File: src/source/riscv_defines.svh
`ifndef RISCV_DEFINES_SVH
`define RISCV_DEFINES_SVH

// Data path and address width.
`define RV_XLEN 32

// Architectural register count, x0 included.
`define RV_NREGS 32

// Memory depths in 32-bit words.
`define RV_IMEM_WORDS 256
`define RV_DMEM_WORDS 256

`endif

File: src/source/riscv_pkg.sv
`default_nettype none

package riscv_pkg;

    // ########################################################################
    // Major opcodes of the supported RV32I subset
    // ########################################################################
    localparam logic [6:0] OPC_OP     = 7'b0110011;
    localparam logic [6:0] OPC_OP_IMM = 7'b0010011;
    localparam logic [6:0] OPC_LOAD   = 7'b0000011;
    localparam logic [6:0] OPC_STORE  = 7'b0100011;
    localparam logic [6:0] OPC_BRANCH = 7'b1100011;
    localparam logic [6:0] OPC_JAL    = 7'b1101111;
    localparam logic [6:0] OPC_LUI    = 7'b0110111;

    typedef enum logic [2:0] {
        ALU_ADD,
        ALU_SUB,
        ALU_AND,
        ALU_OR,
        ALU_XOR,
        ALU_SLT,
        ALU_PASS_B
    } alu_op_e;

    typedef enum logic [2:0] {
        CLS_OP,
        CLS_OP_IMM,
        CLS_LOAD,
        CLS_STORE,
        CLS_BRANCH,
        CLS_JAL,
        CLS_LUI,
        CLS_ILLEGAL
    } instr_class_e;

    // One bit per state.
    typedef enum logic [5:0] {
        S_FETCH     = 6'b000001,
        S_DECODE    = 6'b000010,
        S_EXECUTE   = 6'b000100,
        S_MEMORY    = 6'b001000,
        S_WRITEBACK = 6'b010000,
        S_HALT      = 6'b100000
    } ctrl_state_e;

endpackage

`default_nettype wire

File: src/source/riscv_ifs.sv
`timescale 1ns/1ns
`default_nettype none

`include "riscv_defines.svh"

interface alu_if;
    riscv_pkg::alu_op_e  op;
    logic [`RV_XLEN-1:0] a;
    logic [`RV_XLEN-1:0] b;
    logic [`RV_XLEN-1:0] result;
    logic                zero;   // Registered a == b.

    modport master (output op, a, b, input result, zero);
    modport self   (input op, a, b, output result, zero);
endinterface

interface idecoder_if;
    logic [31:0]                   instr;
    riscv_pkg::instr_class_e       cls;
    riscv_pkg::alu_op_e            alu_op;
    logic [$clog2(`RV_NREGS)-1:0]  rs1;
    logic [$clog2(`RV_NREGS)-1:0]  rs2;
    logic [$clog2(`RV_NREGS)-1:0]  rd;
    logic [`RV_XLEN-1:0]           imm;
    logic                          use_imm;
    logic                          branch_ne;

    modport master (output instr, input cls, alu_op, rs1, rs2, rd, imm, use_imm, branch_ne);
    modport self   (input instr, output cls, alu_op, rs1, rs2, rd, imm, use_imm, branch_ne);
endinterface

interface reg_file_if;
    logic [$clog2(`RV_NREGS)-1:0] raddr1;
    logic [$clog2(`RV_NREGS)-1:0] raddr2;
    logic                         we;
    logic [$clog2(`RV_NREGS)-1:0] waddr;
    logic [`RV_XLEN-1:0]          wdata;
    logic [`RV_XLEN-1:0]          rdata1;
    logic [`RV_XLEN-1:0]          rdata2;

    modport master (output raddr1, raddr2, we, waddr, wdata, input rdata1, rdata2);
    modport self   (input raddr1, raddr2, we, waddr, wdata, output rdata1, rdata2);
endinterface

// Word-addressed memory port. Read data follows en by one cycle.
interface mem_if;
    logic                en;
    logic                we;
    logic [`RV_XLEN-1:0] addr;
    logic [`RV_XLEN-1:0] wdata;
    logic [`RV_XLEN-1:0] rdata;

    modport master (output en, we, addr, wdata, input rdata);
    modport self   (input en, we, addr, wdata, output rdata);
endinterface

`default_nettype wire

File: src/source/control_unit.sv
`timescale 1ns/1ns
`default_nettype none

`include "riscv_defines.svh"

module control_unit (
    input wire                             clk,
    input wire                             arst_n,
    alu_if.master                          alu_if,
    idecoder_if.master                     idecoder_if,
    reg_file_if.master                     reg_file_if,
    mem_if.master                          imem,
    mem_if.master                          dmem,
    output logic [`RV_XLEN-1:0]            pc,
    output logic [31:0]                    instr,
    output logic                           retire,
    output logic [$clog2(`RV_NREGS)-1:0]   retire_rd,
    output logic [`RV_XLEN-1:0]            retire_data,
    output logic                           halted
);

    riscv_pkg::ctrl_state_e  state;
    riscv_pkg::ctrl_state_e  state_nxt;
    riscv_pkg::instr_class_e cls;
    logic                    writes_rd;
    logic                    taken;
    logic [`RV_XLEN-1:0]     wb_data;

    assign cls       = idecoder_if.cls;
    assign writes_rd = cls inside {riscv_pkg::CLS_OP, riscv_pkg::CLS_OP_IMM, riscv_pkg::CLS_LOAD,
                                   riscv_pkg::CLS_JAL, riscv_pkg::CLS_LUI};
    assign taken     = (cls == riscv_pkg::CLS_JAL) ||
                       (cls == riscv_pkg::CLS_BRANCH && (alu_if.zero != idecoder_if.branch_ne));
    assign wb_data   = (cls == riscv_pkg::CLS_LOAD) ? dmem.rdata : alu_if.result;
    assign halted    = (state == riscv_pkg::S_HALT);

    assign idecoder_if.instr = instr;

    // ########################################################################
    // Block hookup
    // ########################################################################
    assign imem.en    = (state == riscv_pkg::S_FETCH);   // Word arrives in DECODE.
    assign imem.we    = 1'b0;
    assign imem.addr  = {2'b00, pc[`RV_XLEN-1:2]};
    assign imem.wdata = '0;

    // JAL runs pc + 4 through the ALU as its link value.
    assign alu_if.op = idecoder_if.alu_op;
    assign alu_if.a  = (cls == riscv_pkg::CLS_JAL) ? pc : reg_file_if.rdata1;
    assign alu_if.b  = (cls == riscv_pkg::CLS_JAL) ? `RV_XLEN'd4 :
                       idecoder_if.use_imm ? idecoder_if.imm : reg_file_if.rdata2;

    assign reg_file_if.raddr1 = idecoder_if.rs1;
    assign reg_file_if.raddr2 = idecoder_if.rs2;
    assign reg_file_if.we     = (state == riscv_pkg::S_WRITEBACK) && writes_rd;
    assign reg_file_if.waddr  = idecoder_if.rd;
    assign reg_file_if.wdata  = wb_data;

    assign dmem.en    = (state == riscv_pkg::S_MEMORY);
    assign dmem.we    = (state == riscv_pkg::S_MEMORY) && (cls == riscv_pkg::CLS_STORE);
    assign dmem.addr  = {2'b00, alu_if.result[`RV_XLEN-1:2]};
    assign dmem.wdata = reg_file_if.rdata2;

    // ########################################################################
    // Sequencing
    // ########################################################################
    always_comb begin
        unique case (state)
            riscv_pkg::S_FETCH:  state_nxt = riscv_pkg::S_DECODE;
            riscv_pkg::S_DECODE: state_nxt = riscv_pkg::S_EXECUTE;
            riscv_pkg::S_EXECUTE: begin
                if (cls == riscv_pkg::CLS_ILLEGAL) begin
                    state_nxt = riscv_pkg::S_HALT;
                end else if (cls inside {riscv_pkg::CLS_LOAD, riscv_pkg::CLS_STORE}) begin
                    state_nxt = riscv_pkg::S_MEMORY;
                end else begin
                    state_nxt = riscv_pkg::S_WRITEBACK;
                end
            end
            riscv_pkg::S_MEMORY:    state_nxt = riscv_pkg::S_WRITEBACK;
            riscv_pkg::S_WRITEBACK: state_nxt = riscv_pkg::S_FETCH;
            default:                state_nxt = riscv_pkg::S_HALT;
        endcase
    end

    always_ff @(posedge clk or negedge arst_n) begin
        if (!arst_n) begin
            state       <= riscv_pkg::S_FETCH;
            pc          <= '0;
            instr       <= '0;
            retire      <= 1'b0;
            retire_rd   <= '0;
            retire_data <= '0;
        end else begin
            state  <= state_nxt;
            retire <= (state == riscv_pkg::S_WRITEBACK);   // High in the next FETCH.
            if (state == riscv_pkg::S_DECODE) begin
                instr <= imem.rdata;
            end
            if (state == riscv_pkg::S_WRITEBACK) begin
                pc          <= taken ? pc + idecoder_if.imm : pc + `RV_XLEN'd4;
                retire_rd   <= writes_rd ? idecoder_if.rd : '0;
                retire_data <= writes_rd ? wb_data : '0;
            end
        end
    end

endmodule

`default_nettype wire

File: src/flat_wrapper.sv
// flat-port wrapper written by rule: the top's interface ports become plain ports
module control_unit_flat 
  (clk, arst_n, pc, instr, retire, retire_rd, retire_data, halted, alu_if_op, alu_if_a, alu_if_b, alu_if_result, alu_if_zero, idecoder_if_instr, idecoder_if_cls, idecoder_if_alu_op, idecoder_if_rs1, idecoder_if_rs2, idecoder_if_rd, idecoder_if_imm, idecoder_if_use_imm, idecoder_if_branch_ne, reg_file_if_raddr1, reg_file_if_raddr2, reg_file_if_we, reg_file_if_waddr, reg_file_if_wdata, reg_file_if_rdata1, reg_file_if_rdata2, imem_en, imem_we, imem_addr, imem_wdata, imem_rdata, dmem_en, dmem_we, dmem_addr, dmem_wdata, dmem_rdata);
  alu_if alu_if_i ();
  idecoder_if idecoder_if_i ();
  reg_file_if reg_file_if_i ();
  mem_if imem_i ();
  mem_if dmem_i ();
  input wire clk;
  input wire arst_n;
  output logic [`RV_XLEN-1:0] pc;
  output logic [31:0] instr;
  output logic retire;
  output logic [$clog2(`RV_NREGS)-1:0] retire_rd;
  output logic [`RV_XLEN-1:0] retire_data;
  output logic halted;
  output wire logic [$bits(alu_if_i.op)-1:0] alu_if_op;
  output wire logic [$bits(alu_if_i.a)-1:0] alu_if_a;
  output wire logic [$bits(alu_if_i.b)-1:0] alu_if_b;
  input wire logic [$bits(alu_if_i.result)-1:0] alu_if_result;
  input wire logic [$bits(alu_if_i.zero)-1:0] alu_if_zero;
  output wire logic [$bits(idecoder_if_i.instr)-1:0] idecoder_if_instr;
  input wire logic [$bits(idecoder_if_i.cls)-1:0] idecoder_if_cls;
  input wire logic [$bits(idecoder_if_i.alu_op)-1:0] idecoder_if_alu_op;
  input wire logic [$bits(idecoder_if_i.rs1)-1:0] idecoder_if_rs1;
  input wire logic [$bits(idecoder_if_i.rs2)-1:0] idecoder_if_rs2;
  input wire logic [$bits(idecoder_if_i.rd)-1:0] idecoder_if_rd;
  input wire logic [$bits(idecoder_if_i.imm)-1:0] idecoder_if_imm;
  input wire logic [$bits(idecoder_if_i.use_imm)-1:0] idecoder_if_use_imm;
  input wire logic [$bits(idecoder_if_i.branch_ne)-1:0] idecoder_if_branch_ne;
  output wire logic [$bits(reg_file_if_i.raddr1)-1:0] reg_file_if_raddr1;
  output wire logic [$bits(reg_file_if_i.raddr2)-1:0] reg_file_if_raddr2;
  output wire logic [$bits(reg_file_if_i.we)-1:0] reg_file_if_we;
  output wire logic [$bits(reg_file_if_i.waddr)-1:0] reg_file_if_waddr;
  output wire logic [$bits(reg_file_if_i.wdata)-1:0] reg_file_if_wdata;
  input wire logic [$bits(reg_file_if_i.rdata1)-1:0] reg_file_if_rdata1;
  input wire logic [$bits(reg_file_if_i.rdata2)-1:0] reg_file_if_rdata2;
  output wire logic [$bits(imem_i.en)-1:0] imem_en;
  output wire logic [$bits(imem_i.we)-1:0] imem_we;
  output wire logic [$bits(imem_i.addr)-1:0] imem_addr;
  output wire logic [$bits(imem_i.wdata)-1:0] imem_wdata;
  input wire logic [$bits(imem_i.rdata)-1:0] imem_rdata;
  output wire logic [$bits(dmem_i.en)-1:0] dmem_en;
  output wire logic [$bits(dmem_i.we)-1:0] dmem_we;
  output wire logic [$bits(dmem_i.addr)-1:0] dmem_addr;
  output wire logic [$bits(dmem_i.wdata)-1:0] dmem_wdata;
  input wire logic [$bits(dmem_i.rdata)-1:0] dmem_rdata;
  assign alu_if_op = alu_if_i.op;
  assign alu_if_a = alu_if_i.a;
  assign alu_if_b = alu_if_i.b;
  assign alu_if_i.result = alu_if_result;
  assign alu_if_i.zero = alu_if_zero;
  assign idecoder_if_instr = idecoder_if_i.instr;
  assign idecoder_if_i.cls = idecoder_if_cls;
  assign idecoder_if_i.alu_op = idecoder_if_alu_op;
  assign idecoder_if_i.rs1 = idecoder_if_rs1;
  assign idecoder_if_i.rs2 = idecoder_if_rs2;
  assign idecoder_if_i.rd = idecoder_if_rd;
  assign idecoder_if_i.imm = idecoder_if_imm;
  assign idecoder_if_i.use_imm = idecoder_if_use_imm;
  assign idecoder_if_i.branch_ne = idecoder_if_branch_ne;
  assign reg_file_if_raddr1 = reg_file_if_i.raddr1;
  assign reg_file_if_raddr2 = reg_file_if_i.raddr2;
  assign reg_file_if_we = reg_file_if_i.we;
  assign reg_file_if_waddr = reg_file_if_i.waddr;
  assign reg_file_if_wdata = reg_file_if_i.wdata;
  assign reg_file_if_i.rdata1 = reg_file_if_rdata1;
  assign reg_file_if_i.rdata2 = reg_file_if_rdata2;
  assign imem_en = imem_i.en;
  assign imem_we = imem_i.we;
  assign imem_addr = imem_i.addr;
  assign imem_wdata = imem_i.wdata;
  assign imem_i.rdata = imem_rdata;
  assign dmem_en = dmem_i.en;
  assign dmem_we = dmem_i.we;
  assign dmem_addr = dmem_i.addr;
  assign dmem_wdata = dmem_i.wdata;
  assign dmem_i.rdata = dmem_rdata;
  control_unit u_core (.clk(clk), .arst_n(arst_n), .alu_if(alu_if_i), .idecoder_if(idecoder_if_i), .reg_file_if(reg_file_if_i), .imem(imem_i), .dmem(dmem_i), .pc(pc), .instr(instr), .retire(retire), .retire_rd(retire_rd), .retire_data(retire_data), .halted(halted));
endmodule
File: config.mk
export PLATFORM = sky130hd
export DESIGN_NAME = control_unit_flat
export DESIGN_NICKNAME = d
export VERILOG_FILES = /design/src/source/riscv_pkg.sv /design/src/source/riscv_ifs.sv /design/src/source/control_unit.sv /design/src/flat_wrapper.sv
export VERILOG_INCLUDE_DIRS = /design/src /design/src/source
export SDC_FILE = /design/constraint.sdc
export NUM_CORES = 1
export LEC_CHECK = 0
export BUFFER_PORTS_ARGS = -buffer_cell sky130_fd_sc_hd__buf_2
export CAP_MARGIN = 25
export CORE_AREA = 3 3 234 236
export CTS_CLUSTER_SIZE = 8
export DETAILED_ROUTE_END_ITERATION = 10
export DIE_AREA = 0 0 237 239
export GPL_TIMING_DRIVEN = 0
export HOLD_SLACK_MARGIN = 0.05
export SYNTH_ARGS = -nofsm -noshare
export SYNTH_HDL_FRONTEND = slang
export SYNTH_SLANG_ARGS = --single-unit
File: constraint.sdc
create_clock -name clk -period 2.4 [get_ports clk]
set_input_delay 0.48 -clock clk [delete_from_list [all_inputs] [get_ports clk]]
set_output_delay 0.48 -clock clk [all_outputs]
set_load 0.05 [all_outputs]
# Word level (Yosys, flattened, before mapping)

Index checks and enable logic that the tools add are counted.

Logic and storage cells: 39
Bits in registers: 108
Input port bits: 218
Output and inout port bits: 382

Mux-type cells: 10
$add $sub $neg: 2
Eq/ne operators: 14
Reduce and logical (&&, ||, !) cells: 7

Operators with widths:

| kind                                                                  | number |
|---|---|
| 32-bit 2-to-1 mux                                                     | 6 |
| 32-bit by 3-bit adder with 32-bit output, second input constant       | 1 |
| 32-bit adder                                                          | 1 |
| 6-bit one-hot mux with 5 select lines                                 | 1 |
| 3-bit equality test, second input constant                            | 4 |
| 5-bit 2-to-1 mux                                                      | 2 |
| 3-bit by 2-bit equality test with 1-bit output, second input constant | 2 |
| 6-bit by 1-bit equality test with 1-bit output, second input constant | 1 |
| 6-bit by 2-bit equality test with 1-bit output, second input constant | 1 |
| 6-bit by 3-bit equality test with 1-bit output, second input constant | 1 |
| 6-bit by 4-bit equality test with 1-bit output, second input constant | 1 |
| 6-bit by 5-bit equality test with 1-bit output, second input constant | 1 |
| 6-bit equality test, second input constant                            | 1 |
| 6-bit 2-to-1 mux                                                      | 1 |
| 5-bit nonzero test                                                    | 1 |
| 3-bit by 1-bit equality test with 1-bit output, second input constant | 1 |
| 1-bit logical AND                                                     | 3 |
| 3-bit zero test                                                       | 1 |
| 2-bit nonzero test                                                    | 1 |
| 1-bit logical OR                                                      | 1 |
| 1-bit != test                                                         | 1 |

# Longest topological paths before layout

Gate-level depths: netlist of the first run.

Word-level depth: 5
Gate-level depth with buffers: 10
Depth with buffers taken out: 10

# Worst setup path after synthesis of the first run

OpenSTA, ideal clock, no wires.

Path type: register to output
Start point: register u_core.state[1]
End point: output dmem_we
Stages on the path, launching flop included: 4
Setup slack: -661 ps
Arrival: 2581 ps
Cell sequence: dfrtp_1 buf_2 or4_1 nor4_1

Longest elaborated chain between the ends: 2

Ends and longest elaborated chain:

| what                                           | line               | RTL |
|---|---|---|
| start, declared                                | control_unit.sv:22 | `riscv_pkg::ctrl_state_e state;` |
| start signal, assigned                         | control_unit.sv:88 | `state <= riscv_pkg::S_FETCH;` |
| start signal, assigned                         | control_unit.sv:95 | `state <= state_nxt;` |
| 6-bit by 4-bit equality test with 1-bit output | control_unit.sv:60 | `assign dmem.we = (state == riscv_pkg::S_MEMORY) && (cls == riscv_pkg::CLS_STORE);` |
| 1-bit logical AND                              | control_unit.sv:60 |  |
| end, declared                                  | flat_wrapper.sv:44 | `output wire logic [$bits(dmem_i.we)-1:0] dmem_we;` |

Every way passes these cells.

# Worst setup path in the final report of the first run

Start point: register u_core.pc[4]
End point: register u_core.pc[28]

Longest elaborated chain between the ends: 2

Ends and longest elaborated chain:

| what                                                                     | line                | RTL |
|---|---|---|
| start, declared                                                          | control_unit.sv:14  | `` output logic [`RV_XLEN-1:0] pc, `` |
| start signal, assigned                                                   | control_unit.sv:101 | `` pc <= taken ? pc + idecoder_if.imm : pc + `RV_XLEN'd4; `` |
| 32-bit by 3-bit adder with 32-bit output or 32-bit adder (tied branches) | control_unit.sv:101 |  |
| 32-bit 2-to-1 mux *                                                      | control_unit.sv:101 |  |

Every way passes the cells marked *; elsewhere a longest branch is shown, timed or not.
A chain may end at the register's enable or synchronous reset.

==> results of run 1 <==
critical path, cell delays in order, from the launching register on:
cell and delay, ps:
dfrtp_2 440, ha_4 270, a211o_4 360, a221oi_4 280, nand2_2 120, a21oi_4 290, nor3_4 60, a21o_1 190
a211o_1 250
power by group through the flow:
stage,clock (uW),sequential [uW],combinational (uW)
after global routing,1780,1950,2810
after CTS,1710,1940,2620
after floorplan,0,2190,1600
after detailed placement,0,1980,2530
final,1620,1940,2660
after global placement,0,1990,2510
Yosys cell counts, types with 8 or more instances:
master	n
a31oi_1	8
and3_1	8
a21oi_1	48
xnor2_1	29
nand2_1	264
a22o_1	37
buf_4	179
clkbuf_1	36
nor2_1	73
buf_2	13
xor2_1	23
nand3_1	22
ha_1	32
inv_1	12
mux2i_1	35
o21ai_0	45
mux2_2	32
dfrtp_1	107
nand4_1	17
state kept, by name (all words and copies together), names as in the netlist:
signal                    flops
u_core.idecoder_if.instr     32
u_core.pc                    32
u_core.retire_data           32
u_core.state                  6
u_core.retire_rd              5
u_core.retire                 1
final cells by class:
| type | instances | area (um2) |
|---|---|---|
| Buffer | 220 | 1590 |
| Multi-Input combinational cell | 802 | 5370 |
| Clock inverter | 4 | 55.1 |
| Timing Repair Buffer | 603 | 3290 |
| Clock buffer | 12 | 246 |
| Inverter | 13 | 48.8 |
| Fill cell | 5760 | 38500 |
| Sequential cell | 108 | 2730 |
| Tap cell | 688 | 861 |
through the flow:
step	instances	setup WS, ps
after floorplan	1153	-92.9
after global placement	2388	-1210
after detailed placement	2390	-1100
after CTS	2422	0.937
after global routing	2450	-67.4
final	2450	15.9
path summary, 6_finish.rpt:
| path | from | end | cells after the start |
|---|---|---|---|
| setup / recovery | u_core.pc[4] | u_core.pc[28] | 8 |
| hold / removal | imem_rdata[19] | u_core.idecoder_if.instr[19] | 3 |
| setup reg to reg | u_core.pc[4] | u_core.pc[28] | 8 |
| hold reg to reg | u_core.retire_data[0] | u_core.retire_data[0] | 1 |
| max in group asynchronous | arst_n | u_core.pc[22] | 3 |
| min in group asynchronous | arst_n | u_core.idecoder_if.instr[6] | 2 |
timing repair:
| item | in CTS | in global routing |
|---|---|---|
| pin swaps | 12 | 21 |
| hold buffers | 1 | 0 |
| setup buffers | 24 | 29 |
| resized for setup | 113 | 74 |
| endpoints found under the hold margin | 20 | 0 |
| setup endpoints to repair | 159 | 112 |
cells by family (layout without fill, tap and decap cells):
| group | Yosys count | after routing |
|---|---|---|
| muxes | 67 | 67 |
| DFF | 108 | 108 |
| and+or+nand+nor | 423 | 423 |
| xor gates and xnor gates | 52 | 52 |
| buffers and inverters | 243 | 852 |
| AOI/OAI and AO/OA | 190 | 190 |
| other | 1 | 37 |
| adders and majority gates | 33 | 33 |
layer usage:
| metal | share of wire | GRT usage |
|---|---|---|
| met5 | 0 | 0 |
| met4 | 0.018 | 0.0356 |
| met3 | 0.054 | 0.0237 |
| met2 | 0.48 | 0.239 |
| met1 | 0.45 | 0.193 |
==> out/metrics.yaml, run 1 <==
drt:
  postRouteWirelength_um: 43200
  drc: 0
  via_count: 9951
  wl_per_cell_um: 17.6
  final_antenna_net_count: 0
  drtPass1Iterations: 5
  drt_iter0_markers: 491
  vias_per_cell: 4.06
layout:
  drive_above_1_share: 0.558
  final_util: 0.270
  areaGrowthSynthToFinish_pct: 57.8
  finalNetCount: 2008
  layout_commonest_cell: "buf_2"
  antennaDiodeCount: 0
  design_area_mm2: 0.0142
  layout_common_cells: "buf_2 (532), nand2_1 (260), buf_4 (242)"
logic_synthesis:
  synth_area_leader_cell: "dfrtp_1"
  synth.top_cell.area_share: 0.298
  synth_edf_count: 0
  ys_seq_area_frac: 0.301
  synth_xor_area_frac: 0.0506
  ys_warn_count: 0
  synth_ff_type: "dfrtp_1"
  ys_types: 66
  synth_top_family_by_area: "simple AND/OR/NAND/NOR gates"
  synth_top_cells_by_area: "dfrtp_1 (30%), buf_4 (15%), nand2_1 (11%)"
  synth.cell_area_mm2: 0.00900
  synth_compound_area_frac: 0.144
  synth_cells: 1117
  synth-seq-cells: 108
  muxShareOfSynthArea: 0.0790
  syn_avg_cell_area_um2: 8.05
  postSynth.asyncResetShare: 1.00
  synth_fa_ha_area_frac: 0.0467
  synth-simple-area-share: 0.201
die:
  io_pins: 600
  core_mm2: 0.0527
  num_rows: 84
  die_x_um: 237
  die_area_mm2: 0.0566
  start_util: 0.171
  die_y_um: 239
setup_path:
  crit_type: "flip-flop to flip-flop"
  crit_required_ps: 2670
  end_kind: "flip-flop"
  r2r_slack_ps: 20
  crit_fanout: 5
  cp-start-kind: "flip-flop"
  critPathArrivalTime_ps: 2650
placed_design:
  io_buffers: 547
  dpl_cell_area_mm2: 0.0129
  gp_congestion: 0.848
  hpwlAfterDp_um: 34700
grt:
  grt_max_degree: 89
  antenna_found_initial: 1
  grt_pass1_vias: 9588
  grt_pass1_wl_um: 61000
  grt_usage: 0.143
  grt_overflow: 0
clocking:
  clock_insertion_delay_worst_skew_ps: 380
  cts_buffers: 9
  cts_tree: "done"
  clockBufferDepth: 2
  root_buffer: "clkbuf_16"
  clk_pin_slew_worst_paths_ps: 80
  clock_sinks: 108
  cts_max_level: 3
outcome:
  status: "complete, no violations"
power_and_ir_drop:
  finalPower_uw: 6230
  seq_power_share: 0.312
  p_sw_uw: 2680
  pwr-share-clk: 0.260
  power.leakage_uw: 0.00716
  ir_worst_vdd_mv: 0.377
  sw_frac_of_total: 0.430
  combPwrFrac: 0.428
  p_int_uw: 3550
  powerDensity_mw_per_mm2: 439
timing:
  hold_violations: 0
  drv_slew: 0
  period_needed_ps: 2380
  final.setup_skew_ps: 7.33
  relSlewSlack: 0.398
  fin_hold_ws_ps: 285
  tightest_slew_ps: 898
  fmax_mhz: 419
  setup_tns_ps: 0
  setup_viol: 0
  rsz0062_at_grt: "true"
  fin_crit_sh: 0.993
min_path:
  hp-class: "input port to flip-flop"
run:
  maxCapViolCount: 0
Note: power is estimated with default switching activity, not from simulation.
==> run 2, diff against run 1 <==
Settings changed: CORE_AREA 3 3 234 236 to 3 3 231 233, CTS_BUF_LIST set to sky130_fd_sc_hd__clkbuf_8, DIE_AREA 0 0 237 239 to 0 0 234 236.
==> run 2 against run 1 <==
Compared with the run above: first-iteration DRC count is 8.6% higher; utilization is 0.28 points higher; highest routed layer unchanged; largest cell class unchanged; non-clock buffer count is 2 higher; sequential power hardly changed; via count is 3.8% higher.
==> out/metrics.yaml, run 2 (synthesized netlist as in run 1, its figures left out) <==
power_and_ir_drop:
  ir_worst_vdd_mv: 0.226
  power.leakage_uw: 0.00707
  pwr-share-clk: 0.235
  combPwrFrac: 0.441
  powerDensity_mw_per_mm2: 428
  p_sw_uw: 2700
  p_int_uw: 3300
  sw_frac_of_total: 0.451
  seq_power_share: 0.324
grt:
  grt_max_degree: 90
  antenna_found_initial: 2
  grt_pass1_wl_um: 61200
  grt_usage: 0.148
  grt_overflow: 0
  grt_pass1_vias: 9994
timing:
  period_needed_ps: 2330
  setup_viol: 0
  relSlewSlack: 0.432
  drv_slew: 0
  fin_crit_sh: 0.972
  fin_hold_ws_ps: 229
  fmax_mhz: 428
  final.setup_skew_ps: 20.1
  rsz0062_at_grt: "true"
  hold_violations: 0
  tightest_slew_ps: 847
min_path:
  hp-class: "input port to flip-flop"
clocking:
  clock_sinks: 108
  clk_pin_slew_worst_paths_ps: 120
  cts_tree: "done"
  clock_insertion_delay_worst_skew_ps: 440
  cts_max_level: 3
  root_buffer: "clkbuf_8"
  clockBufferDepth: 2
  cts_buffers: 9
setup_path:
  max_stage_delay_ps: 280
  cp-start-kind: "input port"
  cpMaxStageDelayCell: "and2_4"
  path_cells: "buf_2 > nor2b_4 > and2_4 > clkbuf_8 > nand2_1 > nand2_1 > buf_2"
  end_kind: "output pin"
  critical_path_buf_inv_count: 3
  crit_type: "input port to output pin"
  critPathArrivalTime_ps: 1850
  crit_fanout: 10
  critPathTopFamily: "buffers and inverters"
  crit_required_ps: 1920
drt:
  via_count: 10300
  drt_iter0_markers: 533
  postRouteWirelength_um: 43400
  vias_per_cell: 4.23
  final_antenna_net_count: 0
  drc: 0
  drtPass1Iterations: 5
  wl_per_cell_um: 17.8
die:
  die_y_um: 236
  core_mm2: 0.0514
  die_x_um: 234
  num_rows: 83
  die_area_mm2: 0.0552
  start_util: 0.175
  io_pins: 600
layout:
  layout_commonest_cell: "buf_2"
  areaGrowthSynthToFinish_pct: 55.7
  reg.largest.list: "u_core.idecoder_if.instr x32, u_core.pc x32, u_core.retire_data x32"
  design_area_mm2: 0.0140
  finalNetCount: 2010
  layout_common_cells: "buf_2 (547), nand2_1 (262), buf_4 (240)"
  drive_above_1_share: 0.561
run:
  maxCapViolCount: 0
placed_design:
  io_buffers: 547
  gp_congestion: 0.903
  dpl_cell_area_mm2: 0.0129
  hpwlAfterDp_um: 35300
outcome:
  status: "complete, no violations"
==> run 2: changes by cell type in the layout (fill, tap and decap cells not counted), sizes merged <==
cell / delta
bufinv: +1
clkinv: +1
clkbuf: -9
diode: +1
clkinvlp: -1
inv: +2
buf: +8
==> run 2: worst min-delay path: stages <==
cell	delay, ps
buf_2	70
nand2_1	40
nand2_1	40
==> run 2: path summary, 6_finish.rpt <==
path                                               end  cells past startpoint  slack, ps              startpoint
hold / removal             u_core.idecoder_if.instr[7]                      3        230           imem_rdata[7]
hold reg to reg                 u_core.retire_data[10]                      1        510  u_core.retire_data[10]
min in group asynchronous  u_core.idecoder_if.instr[7]                      2        460                  arst_n
max in group asynchronous                u_core.pc[13]                      3       1190                  arst_n
setup reg to reg                         u_core.pc[24]                      8         70            u_core.pc[4]
setup / recovery                          alu_if_a[10]                      7         70      idecoder_if_cls[2]
==> run 2: layer usage <==
metal / GRT usage / part of all wire / routed length, um / up-vias
met5: 0 / 0 / 0 / -
li1: - / - / - / 4871
met3: 0.0254 / 0.064 / 2770 / 63
met2: 0.241 / 0.47 / 20400 / 469
met1: 0.195 / 0.44 / 19200 / 4928
met4: 0.0505 / 0.025 / 1110 / 0
==> run 2: repair_timing <==
item / 4_1_cts / 5_1_grt
setup buffers: 24 / 31
gates resized for setup: 84 / 81
cloned: 0 / 0
pin swaps: 15 / 13
hold buffers: 1 / 0
endpoints found under the hold margin: 19 / 0
endpoints found under the setup margin: 159 / 76
==> run 2: through the flow <==
stage               setup slack, ps   util  cells  total power (uW)  TNS [ps]
floorplan                     -92.9      -   1153              3780      -188
global placement              -1040  0.250   2380              4500   -143780
detailed placement            -1070  0.250   2382              4520    -83340
CTS                           -7.84  0.263   2415              6020     -10.4
global route                  -22.0  0.272   2445              6290     -68.5
finish                         66.3  0.272   2445              6000         0
==> run 2: layout make-up <==
type                            instances  area [um2]
Clock inverter                          7         114
Inverter                               13        48.8
Fill cell                            5601       37400
Timing Repair Buffer                  605        3240
Tap cell                              680         851
Sequential cell                       108        2740
Buffer                                220        1600
Clock buffer                            9         124
Antenna cell                            1        2.50
Multi-Input combinational cell        802        5290
==> run 2: power groups by stage <==
stage / logic, uW / registers [uW] / clock network, uW
global placement: 2510 / 1990 / 0
floorplan: 1600 / 2190 / 0
global route: 2790 / 1950 / 1540
CTS: 2580 / 1950 / 1490
finish: 2640 / 1940 / 1410
detailed placement: 2530 / 1990 / 0
